`src/verilog/aq_macros.svh`:
```
// acquire queue sizing
// ROB size and acquire queue depth, shared by the packages and all RTL
// stages of the store/AMO/fence acquire queue

`ifndef AQ_MACROS_SVH
`define AQ_MACROS_SVH

// --------------------------------------------------
// reorder buffer
// --------------------------------------------------

// number of ROB entries
`define AQ_ROB_ENTRIES 64
// ROB index width
`define AQ_LOG_ROB_ENTRIES 6

// --------------------------------------------------
// acquire queue
// --------------------------------------------------

// queue depth, power of two
`define AQ_ENTRIES 4
// queue pointer width
`define AQ_LOG_ENTRIES 2

`endif

```
`src/verilog/core_types_pkg.sv`:
```
// core types
// ROB index and kill information shared across the core, plus the
// index arithmetic used to move between relative and absolute ages

`default_nettype none

`include "aq_macros.svh"

package core_types_pkg;

	// index into the ROB
	typedef logic [`AQ_LOG_ROB_ENTRIES-1:0] rob_index_t;

	// kill younger than index
	typedef struct packed {
		logic       valid;
		rob_index_t index;
	} rob_kill_t;

	// age of an absolute index relative to the ROB head
	function automatic rob_index_t rob_rel_age(rob_index_t idx, rob_index_t head);
		return rob_index_t'((int'(idx) - int'(head) + `AQ_ROB_ENTRIES) % `AQ_ROB_ENTRIES);
	endfunction

	// absolute index from a head-relative one
	function automatic rob_index_t rob_abs_index(rob_index_t rel, rob_index_t head);
		return rob_index_t'((int'(rel) + int'(head)) % `AQ_ROB_ENTRIES);
	endfunction

endpackage

`default_nettype wire
```
`src/verilog/aq_pkg.sv`:
```
// acquire queue types
// request op, stored queue entry and the oldest-acquire advertisement
// passed between the three stages

`default_nettype none

`include "aq_macros.svh"

package aq_pkg;

	import core_types_pkg::*;

	// enqueue and update request
	typedef struct packed {
		logic       valid;
		logic       mem_aq;
		logic       io_aq;
		rob_index_t rob_index;
	} aq_op_t;

	// --------------------------------------------------
	// queue storage
	// --------------------------------------------------

	typedef struct packed {
		logic       valid;
		logic       mem_aq;
		logic       io_aq;
		rob_index_t rob_index;
	} aq_entry_t;

	// oldest pending acquire of each kind
	// index is zero whenever its active bit is low
	typedef struct packed {
		logic       mem_active;
		rob_index_t mem_oldest_index;
		logic       io_active;
		rob_index_t io_oldest_index;
	} aq_advert_t;

endpackage

`default_nettype wire

```
`src/verilog/acquire_queue.sv`:
```
// acquire queue storage
// circular buffer of acquire ops in program order; takes enqueues at the
// tail, updates flags by ROB index, pops at the head on dequeue and
// trims younger entries off the tail on a ROB kill

`timescale 1ns/1ps
`default_nettype none

`include "aq_macros.svh"

module acquire_queue
	import core_types_pkg::*, aq_pkg::*;
(
	input  logic                       CLK,
	input  logic                       nRST,

	// captured requests
	input  aq_op_t                     enq_q,
	input  aq_op_t                     update_q,
	input  logic                       deq_q,
	input  rob_index_t                 head_q,
	input  rob_kill_t                  kill_q,

	// to the core
	output logic                       enq_ready,
	output rob_index_t                 deq_rob_index,

	// to the advertiser
	output aq_entry_t                  entries [`AQ_ENTRIES],
	output logic [`AQ_LOG_ENTRIES-1:0] head_ptr
);

	// --------------------------------------------------
	// pointers
	// --------------------------------------------------

	logic [`AQ_LOG_ENTRIES-1:0] tail_ptr;
	logic                       head_wrap;
	logic                       tail_wrap;

	logic full;
	logic empty;

	// next state
	aq_entry_t                n_entries [`AQ_ENTRIES];
	logic [`AQ_LOG_ENTRIES:0] n_head;
	logic [`AQ_LOG_ENTRIES:0] n_tail;

	// kill scan
	logic [`AQ_LOG_ENTRIES:0]   occupancy;
	logic [`AQ_LOG_ENTRIES:0]   keep_count;
	logic [`AQ_LOG_ENTRIES-1:0] slot;
	rob_index_t                 kill_age;

	assign full  = (head_ptr == tail_ptr) && (head_wrap != tail_wrap);
	assign empty = (head_ptr == tail_ptr) && (head_wrap == tail_wrap);

	assign enq_ready     = !full;
	assign deq_rob_index = entries[head_ptr].rob_index;

	// --------------------------------------------------
	// next state: enqueue, update, dequeue, kill
	// --------------------------------------------------

	always_comb begin
		n_entries  = entries;
		n_head     = {head_wrap, head_ptr};
		n_tail     = {tail_wrap, tail_ptr};
		occupancy  = '0;
		keep_count = '0;
		slot       = '0;
		kill_age   = rob_rel_age(kill_q.index, head_q);

		// enqueue at tail, dropped under a kill
		if (enq_q.valid && !full && !kill_q.valid) begin
			n_entries[tail_ptr].valid     = 1'b1;
			n_entries[tail_ptr].mem_aq    = enq_q.mem_aq;
			n_entries[tail_ptr].io_aq     = enq_q.io_aq;
			n_entries[tail_ptr].rob_index = enq_q.rob_index;
			n_tail = n_tail + 1'b1;
		end

		// flag update on every matching entry
		if (update_q.valid) begin
			for (int i = 0; i < `AQ_ENTRIES; i++) begin
				if (n_entries[i].valid && n_entries[i].rob_index == update_q.rob_index) begin
					n_entries[i].mem_aq = update_q.mem_aq;
					n_entries[i].io_aq  = update_q.io_aq;
				end
			end
		end

		// pop head, ignored when empty
		if (deq_q && !empty) begin
			n_entries[head_ptr].valid = 1'b0;
			n_head = n_head + 1'b1;
		end

		// kill younger ops
		// entries are in program order so the killed ones form a suffix,
		// and the survivor count from the head gives the new tail
		if (kill_q.valid) begin
			occupancy = n_tail - n_head;
			for (int i = 0; i < `AQ_ENTRIES; i++) begin
				slot = n_head[`AQ_LOG_ENTRIES-1:0] + `AQ_LOG_ENTRIES'(i);
				if (i < int'(occupancy)) begin
					if (rob_rel_age(n_entries[slot].rob_index, head_q) > kill_age) begin
						n_entries[slot].valid = 1'b0;
					end else begin
						keep_count = keep_count + 1'b1;
					end
				end
			end
			n_tail = n_head + keep_count;
		end
	end

	// --------------------------------------------------
	// state registers
	// --------------------------------------------------

	always_ff @(posedge CLK, negedge nRST) begin
		if (!nRST) begin
			for (int i = 0; i < `AQ_ENTRIES; i++) begin
				entries[i] <= '0;
			end
			head_ptr  <= '0;
			head_wrap <= 1'b0;
			tail_ptr  <= '0;
			tail_wrap <= 1'b0;
		end else begin
			entries   <= n_entries;
			head_ptr  <= n_head[`AQ_LOG_ENTRIES-1:0];
			head_wrap <= n_head[`AQ_LOG_ENTRIES];
			tail_ptr  <= n_tail[`AQ_LOG_ENTRIES-1:0];
			tail_wrap <= n_tail[`AQ_LOG_ENTRIES];
		end
	end

endmodule

`default_nettype wire

```
`src/verilog/aq_advertiser.sv`:
```
// acquire advertisement stage
// walks the queue from its head to find the oldest pending memory and
// I/O acquire, then registers the result for the rest of the core

`timescale 1ns/1ps
`default_nettype none

`include "aq_macros.svh"

module aq_advertiser
	import core_types_pkg::*, aq_pkg::*;
(
	input  logic                       CLK,
	input  logic                       nRST,

	// queue state
	input  aq_entry_t                  entries [`AQ_ENTRIES],
	input  logic [`AQ_LOG_ENTRIES-1:0] head_ptr,

	// oldest acquire of each kind
	output aq_advert_t                 advert
);

	logic                       mem_found;
	rob_index_t                 mem_index;
	logic                       io_found;
	rob_index_t                 io_index;
	logic [`AQ_LOG_ENTRIES-1:0] slot;

	// --------------------------------------------------
	// oldest-first search
	// --------------------------------------------------

	always_comb begin
		mem_found = 1'b0;
		mem_index = '0;
		io_found  = 1'b0;
		io_index  = '0;
		slot      = '0;

		for (int i = 0; i < `AQ_ENTRIES; i++) begin
			slot = head_ptr + `AQ_LOG_ENTRIES'(i);

			// first memory acquire in queue order
			if (entries[slot].valid && entries[slot].mem_aq && !mem_found) begin
				mem_found = 1'b1;
				mem_index = entries[slot].rob_index;
			end

			// first I/O acquire in queue order
			if (entries[slot].valid && entries[slot].io_aq && !io_found) begin
				io_found = 1'b1;
				io_index = entries[slot].rob_index;
			end
		end
	end

	// --------------------------------------------------
	// output register
	// --------------------------------------------------

	always_ff @(posedge CLK, negedge nRST) begin
		if (!nRST) begin
			advert <= '0;
		end else begin
			advert.mem_active       <= mem_found;
			advert.mem_oldest_index <= mem_index;
			advert.io_active        <= io_found;
			advert.io_oldest_index  <= io_index;
		end
	end

endmodule

`default_nettype wire

```
`src/verilog/aq_input_stage.sv`:
```
// acquire queue input stage
// captures every request into registers and turns the head-relative
// kill bound into an absolute ROB index for the queue

`timescale 1ns/1ps
`default_nettype none

`include "aq_macros.svh"

module aq_input_stage
	import core_types_pkg::*, aq_pkg::*;
(
	input  logic       CLK,
	input  logic       nRST,

	// requests from the core
	input  aq_op_t     enq,
	input  aq_op_t     update,
	input  logic       deq_valid,
	input  rob_index_t rob_head_index,
	input  rob_kill_t  rob_kill,

	// captured requests
	output aq_op_t     enq_q,
	output aq_op_t     update_q,
	output logic       deq_q,
	output rob_index_t head_q,
	output rob_kill_t  kill_q
);

	// kill bound made absolute against the current head
	rob_index_t kill_abs_index;

	assign kill_abs_index = rob_abs_index(rob_kill.index, rob_head_index);

	// --------------------------------------------------
	// capture registers
	// --------------------------------------------------

	always_ff @(posedge CLK, negedge nRST) begin
		if (!nRST) begin
			enq_q        <= '0;
			update_q     <= '0;
			deq_q        <= 1'b0;
			head_q       <= '0;
			kill_q       <= '0;
		end else begin
			// op enqueue and update
			enq_q        <= enq;
			update_q     <= update;

			// dequeue strobe
			deq_q        <= deq_valid;

			// ROB state
			head_q       <= rob_head_index;
			kill_q.valid <= rob_kill.valid;
			kill_q.index <= kill_abs_index;
		end
	end

endmodule

`default_nettype wire

```
`src/verilog/aq_top.sv`:
```
// acquire queue top level
// input capture, queue storage and oldest-acquire advertisement,
// chained as three pipeline stages

`timescale 1ns/1ps
`default_nettype none

`include "aq_macros.svh"

module aq_top
	import core_types_pkg::*, aq_pkg::*;
(
	input  logic       CLK,
	input  logic       nRST,

	// requests
	input  aq_op_t     enq,
	input  aq_op_t     update,
	input  logic       deq_valid,
	input  rob_index_t rob_head_index,
	input  rob_kill_t  rob_kill,

	// feedback and advertisement
	output logic       enq_ready,
	output rob_index_t deq_rob_index,
	output aq_advert_t advert
);

	// --------------------------------------------------
	// stage to stage
	// --------------------------------------------------

	aq_op_t                     enq_q;
	aq_op_t                     update_q;
	logic                       deq_q;
	rob_index_t                 head_q;
	rob_kill_t                  kill_q;

	aq_entry_t                  entries [`AQ_ENTRIES];
	logic [`AQ_LOG_ENTRIES-1:0] head_ptr;

	aq_input_stage u_input_stage (
		.CLK            (CLK),
		.nRST           (nRST),
		.enq            (enq),
		.update         (update),
		.deq_valid      (deq_valid),
		.rob_head_index (rob_head_index),
		.rob_kill       (rob_kill),
		.enq_q          (enq_q),
		.update_q       (update_q),
		.deq_q          (deq_q),
		.head_q         (head_q),
		.kill_q         (kill_q)
	);

	acquire_queue u_queue (
		.CLK           (CLK),
		.nRST          (nRST),
		.enq_q         (enq_q),
		.update_q      (update_q),
		.deq_q         (deq_q),
		.head_q        (head_q),
		.kill_q        (kill_q),
		.enq_ready     (enq_ready),
		.deq_rob_index (deq_rob_index),
		.entries       (entries),
		.head_ptr      (head_ptr)
	);

	aq_advertiser u_advertiser (
		.CLK      (CLK),
		.nRST     (nRST),
		.entries  (entries),
		.head_ptr (head_ptr),
		.advert   (advert)
	);

endmodule

`default_nettype wire

```
`config.mk`:
```
export PLATFORM = sky130hd
export DESIGN_NAME = aq_top
export DESIGN_NICKNAME = d
export VERILOG_FILES = /design/src/verilog/core_types_pkg.sv /design/src/verilog/aq_pkg.sv /design/src/verilog/acquire_queue.sv /design/src/verilog/aq_advertiser.sv /design/src/verilog/aq_input_stage.sv /design/src/verilog/aq_top.sv
export VERILOG_INCLUDE_DIRS = /design/src /design/src/verilog
export SDC_FILE = /design/constraint.sdc
export NUM_CORES = 1
export LEC_CHECK = 0
export ABC_AREA = 1
export BUFFER_PORTS_ARGS = -buffer_cell sky130_fd_sc_hd__buf_2
export CORE_MARGIN = 8
export CORE_UTILIZATION = 52
export DETAILED_ROUTE_END_ITERATION = 10
export GPL_TIMING_DRIVEN = 0
export PLACE_DENSITY = 0.71
export SYNTH_ARGS = -nofsm -noshare
export SYNTH_HDL_FRONTEND = slang
export SYNTH_HIERARCHICAL = 1
export SYNTH_SLANG_ARGS = --single-unit
```
`constraint.sdc`:
```
create_clock -name CLK -period 9.8 [get_ports CLK]
set_input_delay 1.96 -clock CLK [delete_from_list [all_inputs] [get_ports CLK]]
set_output_delay 1.96 -clock CLK [all_outputs]
set_load 0.05 [all_outputs]
```
* Word level (Yosys, flattened, before mapping) *
Cells that the tools add are included.

storage, ports and cells
  flip-flop bits (word level) = 88
  bits in latches = 0
  RAM bits = 0
  bits in read-only memories = 0
  output and inout bits = 21
  word-level logic and storage cells = 241
  memories = 0

operators by class
  add/sub/neg operators = 24
  $mul = 0
  div/mod/pow operators = 0
  order comparisons = 23
  equal/unequal tests = 7
  shifts and indexed selects = 0
  muxes and demuxes = 104
  bitwise operators = 9
  reduce and logical (&&, ||, !) cells = 38

operators by type and width
  cell                 count
  $mux 36              14
  $bwmux 36            9
  $demux 9 s2          9
  $bmux 9 s2           8
  $mux 9               14
  $mux 6               17
  $mux 3               14
  $add 6x1->6 const B  5
  $sub 6x6->6          5
  $logic_and 1x1->1    29
  $ge 3x3->1 const B   9
  $not 2->3            9
  $eq 6x6->1           4
  $gt 6x6->1           4
  $lt 3x1->1 const B   6
  $mux 2               8
  $add 3x1->3 const B  5
  $logic_not 1->1      9
  $mux 1               9
  $add 2x2->2 const B  4
  $mux 8               1
  $mux 7               1
  $add 6x6->6          1
  $lt 1x3->1 const A   2
  7 further kinds      9

* Longest topological paths before layout *
Gate-level depths: netlist of the first run.

  depth in word-level cells = 54
  gate-level depth with buffers = 48
  gate-level depth less buffers = 47

* By module *
Netlist of the first run, hierarchy kept.

modules (own cells, without submodules)
  module          instances  cells an instance  area an instance (um^2)  seq. area each (um^2)
  acquire_queue   1          799                5300.1                   1051.0
  aq_advertiser   1          339                1800.5                   350.3
  aq_input_stage  1          63                 998.5                    800.8

* Least setup slack after synthesis of the first run *
No wires, ideal clock.

  path kind = reg2reg
  start point = register u_queue.head_ptr[1]
  end point = register u_queue.tail_wrap
  setup time = 0.118 ns
  arrival time = 6.640 ns
  path slack = 3.043 ns
  cell stages (with the launch flop) = 48
  cells stage by stage = dfrtp_1 inv_2 nand2_2 nand2_2 nand3_4 nand3_4 nor2_8 buf_8 nand2_1 o21ai_2 inv_1 nand2_1 o21ai_0 nand2_1 o21ai_0 ha_1 a21oi_1 o21ai_0 (+12 left out) inv_1 ha_1 nand2_1 nand2_1 ha_1 o21ai_1 inv_1 ha_1 nand2_1 o21ai_1 fa_1 xor2_1 inv_1 nand4_1 nand2_1 nand2_1 nand3_1 nand2_1

on the way
  cells in the longest elaborated chain, start to end = 46

RTL lines
  element                              line                  source
  start: declaration                   acquire_queue.sv:30   output logic [`AQ_LOG_ENTRIES-1:0] head_ptr
  start signal: assignment             acquire_queue.sv:133  head_ptr <= n_head[`AQ_LOG_ENTRIES-1:0];
  $eq 2x2->1 (*)                       acquire_queue.sv:55   assign full = (head_ptr == tail_ptr) && (head_wrap != tail_wrap);
  $logic_and 1x1->1 (*)                acquire_queue.sv:55
  $logic_not 1->1 (*)                  -
  named net enq_ready                  aq_top.sv:24          output logic enq_ready,
  $logic_and 1x1->1 (*) (2 in series)  acquire_queue.sv:75   if (enq_q.valid && !full && !kill_q.valid) begin
  $mux 36                              acquire_queue.sv:75
  $bwmux 36                            acquire_queue.sv:95   n_entries[head_ptr].valid = 1'b0;
  $mux 36                              acquire_queue.sv:94   if (deq_q && !empty) begin
  (+31 left out)                       -
  $add 6x1->6 (no line)                -
  $gt 6x6->1                           acquire_queue.sv:107  if (rob_rel_age(n_entries[slot].rob_index, head_q) > kill_age) begin
  $mux 3                               acquire_queue.sv:107
  $mux 3                               acquire_queue.sv:106  if (i < int'(occupancy)) begin
  $mux 3                               acquire_queue.sv:102  if (kill_q.valid) begin
  $add 3x3->3                          acquire_queue.sv:114  n_tail = n_head + keep_count;
  $mux 3 (*)                           acquire_queue.sv:102
  named net u_queue.n_tail[2]          acquire_queue.sv:47   logic [`AQ_LOG_ENTRIES:0] n_tail;
  end signal: assignment               acquire_queue.sv:136  tail_wrap <= n_tail[`AQ_LOG_ENTRIES];
  end: declaration                     acquire_queue.sv:39   logic tail_wrap;

Mark *: on every way through the listed nets, which the timed path passes. The rest lies on a longest branch. The select of a mux whose other input is x is not followed.

* Worst setup path after layout of the first run *
  start point = register u_queue.head_ptr[1]
  end point = register u_queue.tail_wrap

on the way
  cells in the longest elaborated chain, start to end = 46

RTL lines
  element                          line
  $eq 2x2->1                       acquire_queue.sv:55, acquire_queue.sv:56
  $logic_and 1x1->1                acquire_queue.sv:55
  $logic_not 1->1                  acquire_queue.sv:75
  $logic_and 1x1->1 (2 in series)  acquire_queue.sv:75
  $mux 36                          acquire_queue.sv:75
  $bwmux 36                        acquire_queue.sv:95
  $mux 36                          acquire_queue.sv:94
  $bmux 9 s2                       acquire_queue.sv:107
  (+30 left out)                   -
  $add 6x1->6 (no line)            -
  $gt 6x6->1                       acquire_queue.sv:107
  $mux 3                           acquire_queue.sv:107
  $mux 3                           acquire_queue.sv:106
  $mux 3                           acquire_queue.sv:102
  $add 3x3->3                      acquire_queue.sv:114
  $mux 3 (*)                       acquire_queue.sv:102
  named net u_queue.n_tail[2]      acquire_queue.sv:47

Marked as above.

==> results.ini, run 1 <==
[sta]
tns_ns=0
worstMarginPinSlew_ns=0.735
setup_viol=0
final_hold_viol_count=0
timing.slew.headroom=0.508
fin_crit_ns=8.06
drv_slew=0
fmax_mhz=124
rsz0062_at_grt=no
fin_worst_skew_ns=0.00502
setup_ws_ns=1.74
fin_hold_ws_ns=0.550
fin_crit_sh=0.823

[setup_path]
crit_family=adder cells
critPathBufInv=8
cp.depth=47
end_kind=register
regToRegEndpoint=u_queue/tail_wrap
r2r_slack_ns=1.74
slowest_delay_ns=0.75
crit_required_ns=10.04
cp_slowest_cell=dfrtp_1
crit_top_cell=nand2_1
reg2reg_from=u_queue/head_ptr[1]
critPathKind=register to register
crit_fanout=16
worstSetupStartpointType=register
r2r_cells=47
startpoint=u_queue/head_ptr[1]
cp.arrival_ns=8.30
endpoint=u_queue/tail_wrap

[yosys]
synth-async-reset-ratio=1.00
synth_flop_cell=dfrtp_1
synth_top_family_by_area=simple AND/OR/NAND/NOR gates
syn_area_per_cell_um2=6.74
synth_area_um2=8100
synth-simple-area-share=0.340
synth_top_area_frac=0.272
synthAdderAreaFrac=0.126
syn_inst=1201
synth_compound_area_frac=0.131
ys_ff_latch=88
synth_edf_count=0
ys_warn_count=6
synth_top_area_cell=dfrtp_1
ys_types=38
synth_mux_area_frac=0
synth_nets=1312
ys_seq_area_frac=0.272
synth_xor_area_frac=0.0378
synth.area.top_cells=dfrtp_1, nand2_1, ha_1

[clocking]
clk_path_buf_depth=2
cts_tree=built
root_buffer=clkbuf_16
cts-resized-gates=0
clkSinkCount=88
ctsHoldBuffers=0
cts_made_buffers=9
clk_pin_slew_worst_paths_ns=0.06
worstSkewPairLatency_ns=0.35
post_cts_buffers=0
h-tree-depth=3

[cells_and_area]
layout_common_cells=nand2_1, inv_1, o21ai_0, dfrtp_1, nor2_1
layout_commonest_cell=nand2_1
layout-drive-gt1-share=0.130
nets=1378
syn_to_final_growth_pct=10.9
nFillCells=1454
antennaDiodeCount=0

[die]
core_um2=15200
die_area_um2=19800
placementRows=45
fp.dieH_um=141
start_util=0.533
die_w_um=141
boundaryPins=55

[detailed_routing]
drtPass1Iterations=5
num_vias=7749
antenna_left=0
viasPerCell=5.31
wirelength_um=21800
drtIter0Drc=604
drc_errors=0
wl_per_cell_um=14.9

[global_routing]
grtUsageTotal=0.224
antenna_found_initial=0
overflow=0
grt_max_degree=48
grt_pass1_wl_um=35700
grt_pass1_vias=7425

[flow_run]
maxCapViolations=0

[place]
place_congestion=1.01
pre_cts_slack_ns=1.85
io_buffers=54
hpwl_um=17600

[hold_path]
holdCritStartpoint=u_input_stage/update_q[7]
min_path_type=register to register

[run_status]
status=completed

==> metrics by stage <==
step	instance area, um2	std cells	util
finish	8980	1460	0.591
global route	8980	1460	0.591
CTS	8980	1460	0.591
detailed placement	8630	1444	0.568
global placement	8600	1443	0.566
floorplan	8100	1201	-
==> tightest hold or removal path, delay by kind of cell (launching register included) <==
kind	cells	cell delay, ns
and+or+nand+nor	2	0.13
DFF	1	0.40
==> worst min path at each step <==
stage / cells past startpoint / endpoint / slack [ns]
6_report: 2 / u_queue/entries[7] / 0.55
3_3_place_gp: 2 / u_queue/entries[7] / 0.55
3_5_place_dp: 2 / u_queue/entries[7] / 0.54
4_1_cts: 2 / u_queue/entries[7] / 0.56
2_1_floorplan: 2 / u_queue/entries[6] / 0.49
5_1_grt: 2 / u_queue/entries[25] / 0.59
==> area by class of cell <==
class	instances	area (um2)	area share
Clock buffer	9	225	0.0251
Timing Repair Buffer	55	300	0.0334
Sequential cell	88	2200	0.245
Tap cell	188	235	0.0262
Clock inverter	7	119	0.0132
Buffer	30	204	0.0227
Inverter	147	552	0.0615
Multi-Input combinational cell	936	5140	0.573
==> layer usage <==
layer / share of wire / GRT usage / vias up
li1: - / - / 3999
met1: 0.43 / 0.261 / 3479
met2: 0.49 / 0.399 / 211
met3: 0.042 / 0.0324 / 60
met4: 0.035 / 0.101 / 0
met5: 0 / 0 / -
==> cells in the mapped netlist (2+ instances only) <==
cell,instances
o21ai_1,22
nand3_4,2
ha_1,69
buf_2,7
or2_2,6
buf_6,4
clkbuf_1,8
nand3_2,4
nand3_1,66
nor2_8,2
o22ai_1,9
a31oi_1,8
inv_1,133
o211ai_1,3
dfrtp_1,88
nor2_4,3
nand4_1,27
nand2_1,411
o21bai_1,3
nand2_4,3
nand3b_1,2
o21ai_2,16
buf_8,2
inv_2,14
o21ai_0,96
nor2_1,82
fa_1,8
nor2_2,4
xor2_1,20
a21oi_1,28
buf_4,8
xnor2_1,15
nand2_2,18
a21o_1,5
or2_1,2
==> registers in the layout (all words and copies together) (netlist names) <==
| signal | cells |
|---|---|
| u_advertiser/advert | 14 |
| u_input_stage/deq_q | 1 |
| u_input_stage/enq_q | 9 |
| u_input_stage/head_q | 6 |
| u_input_stage/kill_q | 7 |
| u_input_stage/update_q | 9 |
| u_queue/entries | 36 |
| u_queue/head_ptr | 2 |
| u_queue/head_wrap | 1 |
| u_queue/tail_ptr | 2 |
| u_queue/tail_wrap | 1 |
==> cells by family after synthesis <==
logic type | after synthesis
AOI/OAI and AO/OA | 190
xor gates and xnor gates | 35
adders and majority gates | 77
buffers and inverters | 177
DFF | 88
and+or+nand+nor | 634
Power of run 1 is not shown: default switching activity piles up to over one toggle a cycle in this logic, so the estimate is an artifact.
==> run 2, diff against run 1 <==
--- a/config.mk
+++ b/config.mk
@@ -6,13 +6,13 @@
 export SDC_FILE = /design/constraint.sdc
 export NUM_CORES = 1
 export LEC_CHECK = 0
-export ABC_AREA = 1
+export ABC_AREA = 0
 export BUFFER_PORTS_ARGS = -buffer_cell sky130_fd_sc_hd__buf_2
 export CORE_MARGIN = 8
 export CORE_UTILIZATION = 52
 export DETAILED_ROUTE_END_ITERATION = 10
 export GPL_TIMING_DRIVEN = 0
-export PLACE_DENSITY = 0.71
+export PLACE_DENSITY = 0.74
 export SYNTH_ARGS = -nofsm -noshare
 export SYNTH_HDL_FRONTEND = slang
 export SYNTH_HIERARCHICAL = 1
==> constraint.sdc (replaced) <==
create_clock -name CLK -period 7.3 [get_ports CLK]
set_input_delay 1.46 -clock CLK [delete_from_list [all_inputs] [get_ports CLK]]
set_output_delay 1.46 -clock CLK [all_outputs]
set_load 0.05 [all_outputs]
==> run 2 against run 1 <==
Utilization is 1.5 points higher. Critical endpoint unchanged. Global-route usage is 2.3 points lower. Wire length is 10% lower. Sequential share of layout area is 0.41 points lower. Register-to-register slack worse by 1.3 ns. Design area is 1.8% higher. Hold slack better by 0.0017 ns. Worst setup slack worse by 1.3 ns. Maximum frequency is 18% higher.
==> results.ini, run 2 <==
[sta]
fmax_mhz=146  ; +18%
timing.slew.headroom=0.502  ; -0.00629
drv_slew=0  ; unchanged
fin_crit_sh=0.940  ; +0.117
final_hold_viol_count=0  ; unchanged
worstMarginPinSlew_ns=0.748  ; +0.0129 ns
fin_worst_skew_ns=0.00668  ; +0.00166 ns
setup_viol=0  ; unchanged
setup_ws_ns=0.441  ; -1.30 ns
fin_crit_ns=6.86  ; -1.20 ns

[setup_path]
end_kind=register
crit_fanout=12  ; -4
crit_required_ns=7.52  ; -2.52 ns
slowest_delay_ns=0.46  ; -0.29 ns
crit_top_cell=ha_1
worstSetupStartpointType=register
cp_slowest_cell=dfrtp_2
critPathKind=register to register
cp.arrival_ns=7.08  ; -1.22 ns

[place]
place_congestion=0.879  ; -13%
io_buffers=54  ; unchanged
post_dp_cell_area_um2=8490  ; -1.7%
pre_cts_slack_ns=-1.01  ; -2.86 ns
hpwl_um=15000  ; -15%

[yosys]
synth_nets=879  ; -33%
yosysMostFrequentCell=dfrtp_1
synth_flop_cell=dfrtp_1
ys_warn_count=6  ; unchanged
synthTopCellsByCount=dfrtp_1, ha_1, inv_1
synth_top_area_cell=dfrtp_1
syn_inst=768  ; -36%
synth_area_um2=7960  ; -1.8%
synth_edf_count=0  ; unchanged
ys_seq_area_frac=0.277  ; +0.00487
synth.area.top_cells=dfrtp_1, mux4_2, ha_1
synth-async-reset-ratio=1.00  ; unchanged
ys_types=64  ; +68%
syn_area_per_cell_um2=10.4  ; +54%
synth_top_area_frac=0.277  ; +0.00487
ys_ff_latch=88  ; unchanged

[cells_and_area]
syn_to_final_growth_pct=14.9
largest_register_ffs=36  ; unchanged
finalInstanceArea_um2=9140  ; +1.8%
layout-drive-gt1-share=0.248  ; +0.119
reg.largest.list=u_queue/entries x36, u_advertiser/advert x14
layout_common_cells=dfrtp_1, ha_1, buf_2, inv_1, nand2_1
nFillCells=1256  ; -14%
top_register=u_queue/entries
seqCellArea_um2=2200  ; +0.11%
layout_commonest_cell=dfrtp_1
multi_input_area_um2=5540  ; +7.8%
nets=960  ; -30%
antennaDiodeCount=0  ; unchanged

[die]
boundaryPins=55  ; unchanged
die_w_um=140  ; -0.78%
die_area_um2=19500  ; -1.6%
fp.dieH_um=140  ; -0.78%
core_um2=15100  ; -0.74%
start_util=0.527  ; -0.00548
placementRows=45  ; unchanged

[clocking]
worstSkewPairLatency_ns=0.35  ; about the same
cts_made_buffers=9  ; unchanged
cts_tree=built
ctsHoldBuffers=0  ; unchanged
clkSinkCount=88  ; unchanged
clk_pin_slew_worst_paths_ns=0.06  ; about the same
root_buffer=clkbuf_16
clk_path_buf_depth=2  ; unchanged
h-tree-depth=3  ; unchanged

[flow_run]
maxCapViolations=0  ; unchanged

[run_status]
status=completed

[global_routing]
antenna_found_initial=0  ; unchanged
grtUsageTotal=0.201  ; -0.0227
grt_pass1_vias=6407  ; -14%
grt_max_degree=56  ; +17%
grt_pass1_wl_um=31700  ; -11%
overflow=0  ; unchanged

[detailed_routing]
drc_errors=0  ; unchanged
wirelength_um=19500  ; -10%
drtPass1Iterations=5  ; unchanged
num_vias=6385  ; -18%
viasPerCell=6.13  ; +15%
wl_per_cell_um=18.7  ; +26%
drtIter0Drc=448  ; -26%
antenna_left=0  ; unchanged

[hold_path]
min_path_type=register to register

[run 2: cell count changes after synthesis, moves of 18 or more]
| cell | before | now |
|---|---|---|
| nand2_2 | 18 | 0 |
| o21ai_1 | 22 | 1 |
| nand3_1 | 66 | 19 |
| nand4_1 | 27 | 9 |
| nand2_1 | 411 | 52 |
| xnor2_1 | 15 | 37 |
| nor2_1 | 82 | 18 |
| inv_1 | 133 | 55 |
| o21ai_0 | 96 | 30 |
| mux2_2 | 0 | 22 |
| mux4_2 | 0 | 43 |
| mux2i_1 | 0 | 44 |
[run 2: cells by family after synthesis]
logic type,after synthesis,synth area share
and+or+nand+nor,171,0.112
AOI/OAI and AO/OA,158,0.135
muxes,116,0.218
buffers and inverters,89,0.0502
DFF,88,0.277
adders and majority gates,77,0.129
xor gates and xnor gates,69,0.0793
[run 2: path summary, 6_finish.rpt]
check | from | end | slack, ns | cells after the start
setup / recovery | u_queue/head_ptr[1] | u_queue/tail_wrap | 0.44 | 32
hold / removal | u_input_stage/update_q[7] | u_queue/entries[34] | 0.55 | 1
hold reg to reg | u_input_stage/update_q[7] | u_queue/entries[34] | 0.55 | 1
setup reg to reg | u_queue/head_ptr[1] | u_queue/tail_wrap | 0.44 | 32
max in group asynchronous | nRST | u_queue/head_ptr[1] | 5.61 | 2
min in group asynchronous | nRST | u_advertiser/advert[8] | 1.05 | 1
[run 2: metrics by stage]
stage / hold slack (ns) / std cells / TNS (ns) / util
2_1_floorplan: 0.485 / 768 / 0 / -
3_5_place_dp: 0.535 / 1011 / -1.82 / 0.563
3_3_place_gp: 0.527 / 1010 / -1.65 / 0.561
5_1_grt: 0.579 / 1042 / -0.0412 / 0.606
6_report: 0.551 / 1042 / 0 / 0.606
4_1_cts: 0.550 / 1027 / 0 / 0.587
[run 2: layout make-up]
cell class / instances / area share
Buffer: 32 / 0.0252
Clock buffer: 12 / 0.0281
Clock inverter: 4 / 0.00315
Inverter: 56 / 0.0230
Multi-Input combinational cell: 591 / 0.606
Sequential cell: 88 / 0.241
Tap cell: 188 / 0.0257
Timing Repair Buffer: 71 / 0.0474
[run 2: per-layer routing]
| layer | wire length [um] | vias up | global-route usage |
|---|---|---|---|
| met4 | 484 | 0 | 0.0823 |
| met1 | 7990 | 3130 | 0.232 |
| li1 | - | 3013 | - |
| met3 | 908 | 39 | 0.0427 |
| met2 | 10100 | 203 | 0.355 |
| met5 | 0 | - | 0 |
[run 2: worst max-delay path, delay by kind of cell (launching register included)]
kind | cells | cell delay [ns]
compound gates | 10 | 1.46
xor+xnor | 4 | 0.64
fa+ha+maj | 8 | 2.56
buf+inv | 4 | 0.55
flops | 1 | 0.46
mux | 3 | 0.75
simple gates | 3 | 0.29
[run 2: repair_timing]
action,in CTS,in global routing
endpoints found under the setup margin,2,2
pin swaps,1,7
setup buffers,1,15
resized for setup,17,36
Power of run 2 is left out for the same reason.
==> run 3, diff against run 2 <==
--- a/config.mk
+++ b/config.mk
@@ -12,6 +12,7 @@
 export CORE_UTILIZATION = 52
 export DETAILED_ROUTE_END_ITERATION = 10
 export GPL_TIMING_DRIVEN = 0
+export MAX_ROUTING_LAYER = met4
 export PLACE_DENSITY = 0.74
 export SYNTH_ARGS = -nofsm -noshare
 export SYNTH_HDL_FRONTEND = slang
==> run 3 against run 2 <==
Final cell count unchanged. Non-clock buffer count did not move. Utilization did not move. Critical path type unchanged. Largest cell class unchanged.
==> results.ini, run 3 (synthesis results as in run 2) <==
[setup_path]
crit_fanout=12  ; unchanged
worstSetupStartpointType=register
cp.depth=32  ; unchanged
regToRegEndpoint=u_queue/tail_wrap
cp.arrival_ns=7.07  ; about the same
reg2reg_from=u_queue/head_ptr[1]
crit_top_cell=ha_1
slowest_delay_ns=0.46  ; about the same
crit_family=adder cells
r2r_slack_ns=0.44  ; about the same
cp_slowest_cell=dfrtp_2
endpoint=u_queue/tail_wrap
startpoint=u_queue/head_ptr[1]
r2r_cells=32  ; unchanged
critPathKind=register to register
crit_required_ns=7.52  ; about the same
end_kind=register
critPathBufInv=4  ; unchanged

[sta]
worstMarginPinSlew_ns=0.739  ; -0.00804 ns
setup_viol=0  ; unchanged
fmax_mhz=146  ; about the same
final_hold_viol_count=0  ; unchanged
drv_slew=0  ; unchanged
setup_ws_ns=0.444  ; +0.00330 ns
fin_crit_sh=0.939  ; about the same
fin_crit_ns=6.86  ; -0.00330 ns
timing.slew.headroom=0.507  ; +0.00536
fin_worst_skew_ns=0.00519  ; -0.00148 ns

[cells_and_area]
final_core_util=0.606  ; unchanged
finalInstanceArea_um2=9140  ; unchanged
layout-drive-gt1-share=0.248  ; unchanged
nFillCells=1256  ; unchanged
layout_commonest_cell=dfrtp_1
reg.largest.list=u_queue/entries x36, u_advertiser/advert x14
top_register=u_queue/entries
antennaDiodeCount=0  ; unchanged
nets=960  ; unchanged
layout_common_cells=dfrtp_1, ha_1, buf_2, inv_1, nand2_1
largest_register_ffs=36  ; unchanged
layout.cells.non_filler=1042  ; unchanged
syn_to_final_growth_pct=14.9  ; unchanged

[place]
hpwl_um=15000  ; unchanged
post_dp_cell_area_um2=8490  ; unchanged
pre_cts_slack_ns=-1.01  ; unchanged
place_inst=1011  ; unchanged
place_congestion=0.894  ; +1.7%
io_buffers=54  ; unchanged

[global_routing]
overflow=0  ; unchanged
grtUsageTotal=0.207  ; +0.00547
grt_pass1_wl_um=31700  ; about the same
grt_max_degree=56  ; unchanged
grt_pass1_vias=6403  ; -0.062%
antenna_found_initial=0  ; unchanged

[hold_path]
holdCritStartpoint=u_input_stage/update_q[7]
min_path_type=register to register

[detailed_routing]
wl_per_cell_um=18.8  ; +0.28%
wirelength_um=19600  ; +0.28%
drtIter0Drc=437  ; -2.5%
viasPerCell=6.10  ; -0.50%
drtPass1Iterations=6  ; +1
drc_errors=0  ; unchanged
antenna_left=0  ; unchanged
num_vias=6353  ; -0.50%

[clocking]
clk_path_buf_depth=2  ; unchanged
clkSinkCount=88  ; unchanged
clk_pin_slew_worst_paths_ns=0.06  ; about the same
h-tree-depth=3  ; unchanged
ctsHoldBuffers=0  ; unchanged
root_buffer=clkbuf_16
cts_tree=built
worstSkewPairLatency_ns=0.35  ; about the same
cts_made_buffers=9  ; unchanged

[die]
die_w_um=140  ; unchanged
boundaryPins=55  ; unchanged
start_util=0.527  ; unchanged
core_um2=15100  ; unchanged
placementRows=45  ; unchanged
die_area_um2=19500  ; unchanged
fp.dieH_um=140  ; unchanged

[flow_run]
maxCapViolations=0  ; unchanged

[run_status]
status=completed

## run 3: worst min-delay path by stage
stage	endpoint	slack, ns	depth (start not counted)
global route	u_queue/entries[16]	0.58	1
floorplan	u_queue/entries[15]	0.48	1
CTS	u_queue/entries[34]	0.55	1
finish	u_queue/entries[34]	0.55	1
global placement	u_queue/entries[34]	0.53	1
detailed placement	u_queue/entries[16]	0.53	1
## run 3: routing by layer
layer / track usage / vias up / part of all wire
met4: 0.0834 / 0 / 0.026
met5: - / - / 0
met1: 0.234 / 3075 / 0.41
met3: 0.0373 / 47 / 0.051
met2: 0.356 / 215 / 0.52
li1: - / 3016 / -
## run 3: final cells by class
type / count / area [um2] / share of cell area
inverters: 56 / 210 / 0.0230
clock buffers: 12 / 256 / 0.0281
repair buffers: 71 / 433 / 0.0474
multi-input cells: 591 / 5540 / 0.606
well taps: 188 / 235 / 0.0257
flip-flops and latches: 88 / 2200 / 0.241
plain buffers: 32 / 230 / 0.0252
clock inverters: 4 / 28.8 / 0.00315
## run 3: repair_timing
item                                    in CTS  in global routing
gates resized for setup                     17                 36
buffers inserted                             1                 15
endpoints found under the setup margin       2                  2
pin swaps                                    1                  7
## run 3: worst reg2reg max path, delay by kind of cell, from the launching register on
| family | cells | cell delay [ns] |
|---|---|---|
| buffers and inverters | 4 | 0.57 |
| xor gates and xnor gates | 4 | 0.65 |
| and+or+nand+nor | 3 | 0.29 |
| muxes | 3 | 0.75 |
| DFF | 1 | 0.46 |
| adders and majority gates | 8 | 2.54 |
| AOI/OAI and AO/OA | 10 | 1.46 |
## run 3: stage by stage
step	TNS, ns	hold slack [ns]
floorplan	0	0.485
detailed placement	-1.82	0.535
global placement	-1.65	0.527
CTS	0	0.550
finish	0	0.551
global route	-0.0419	0.579
Power of run 3 is left out for the same reason.
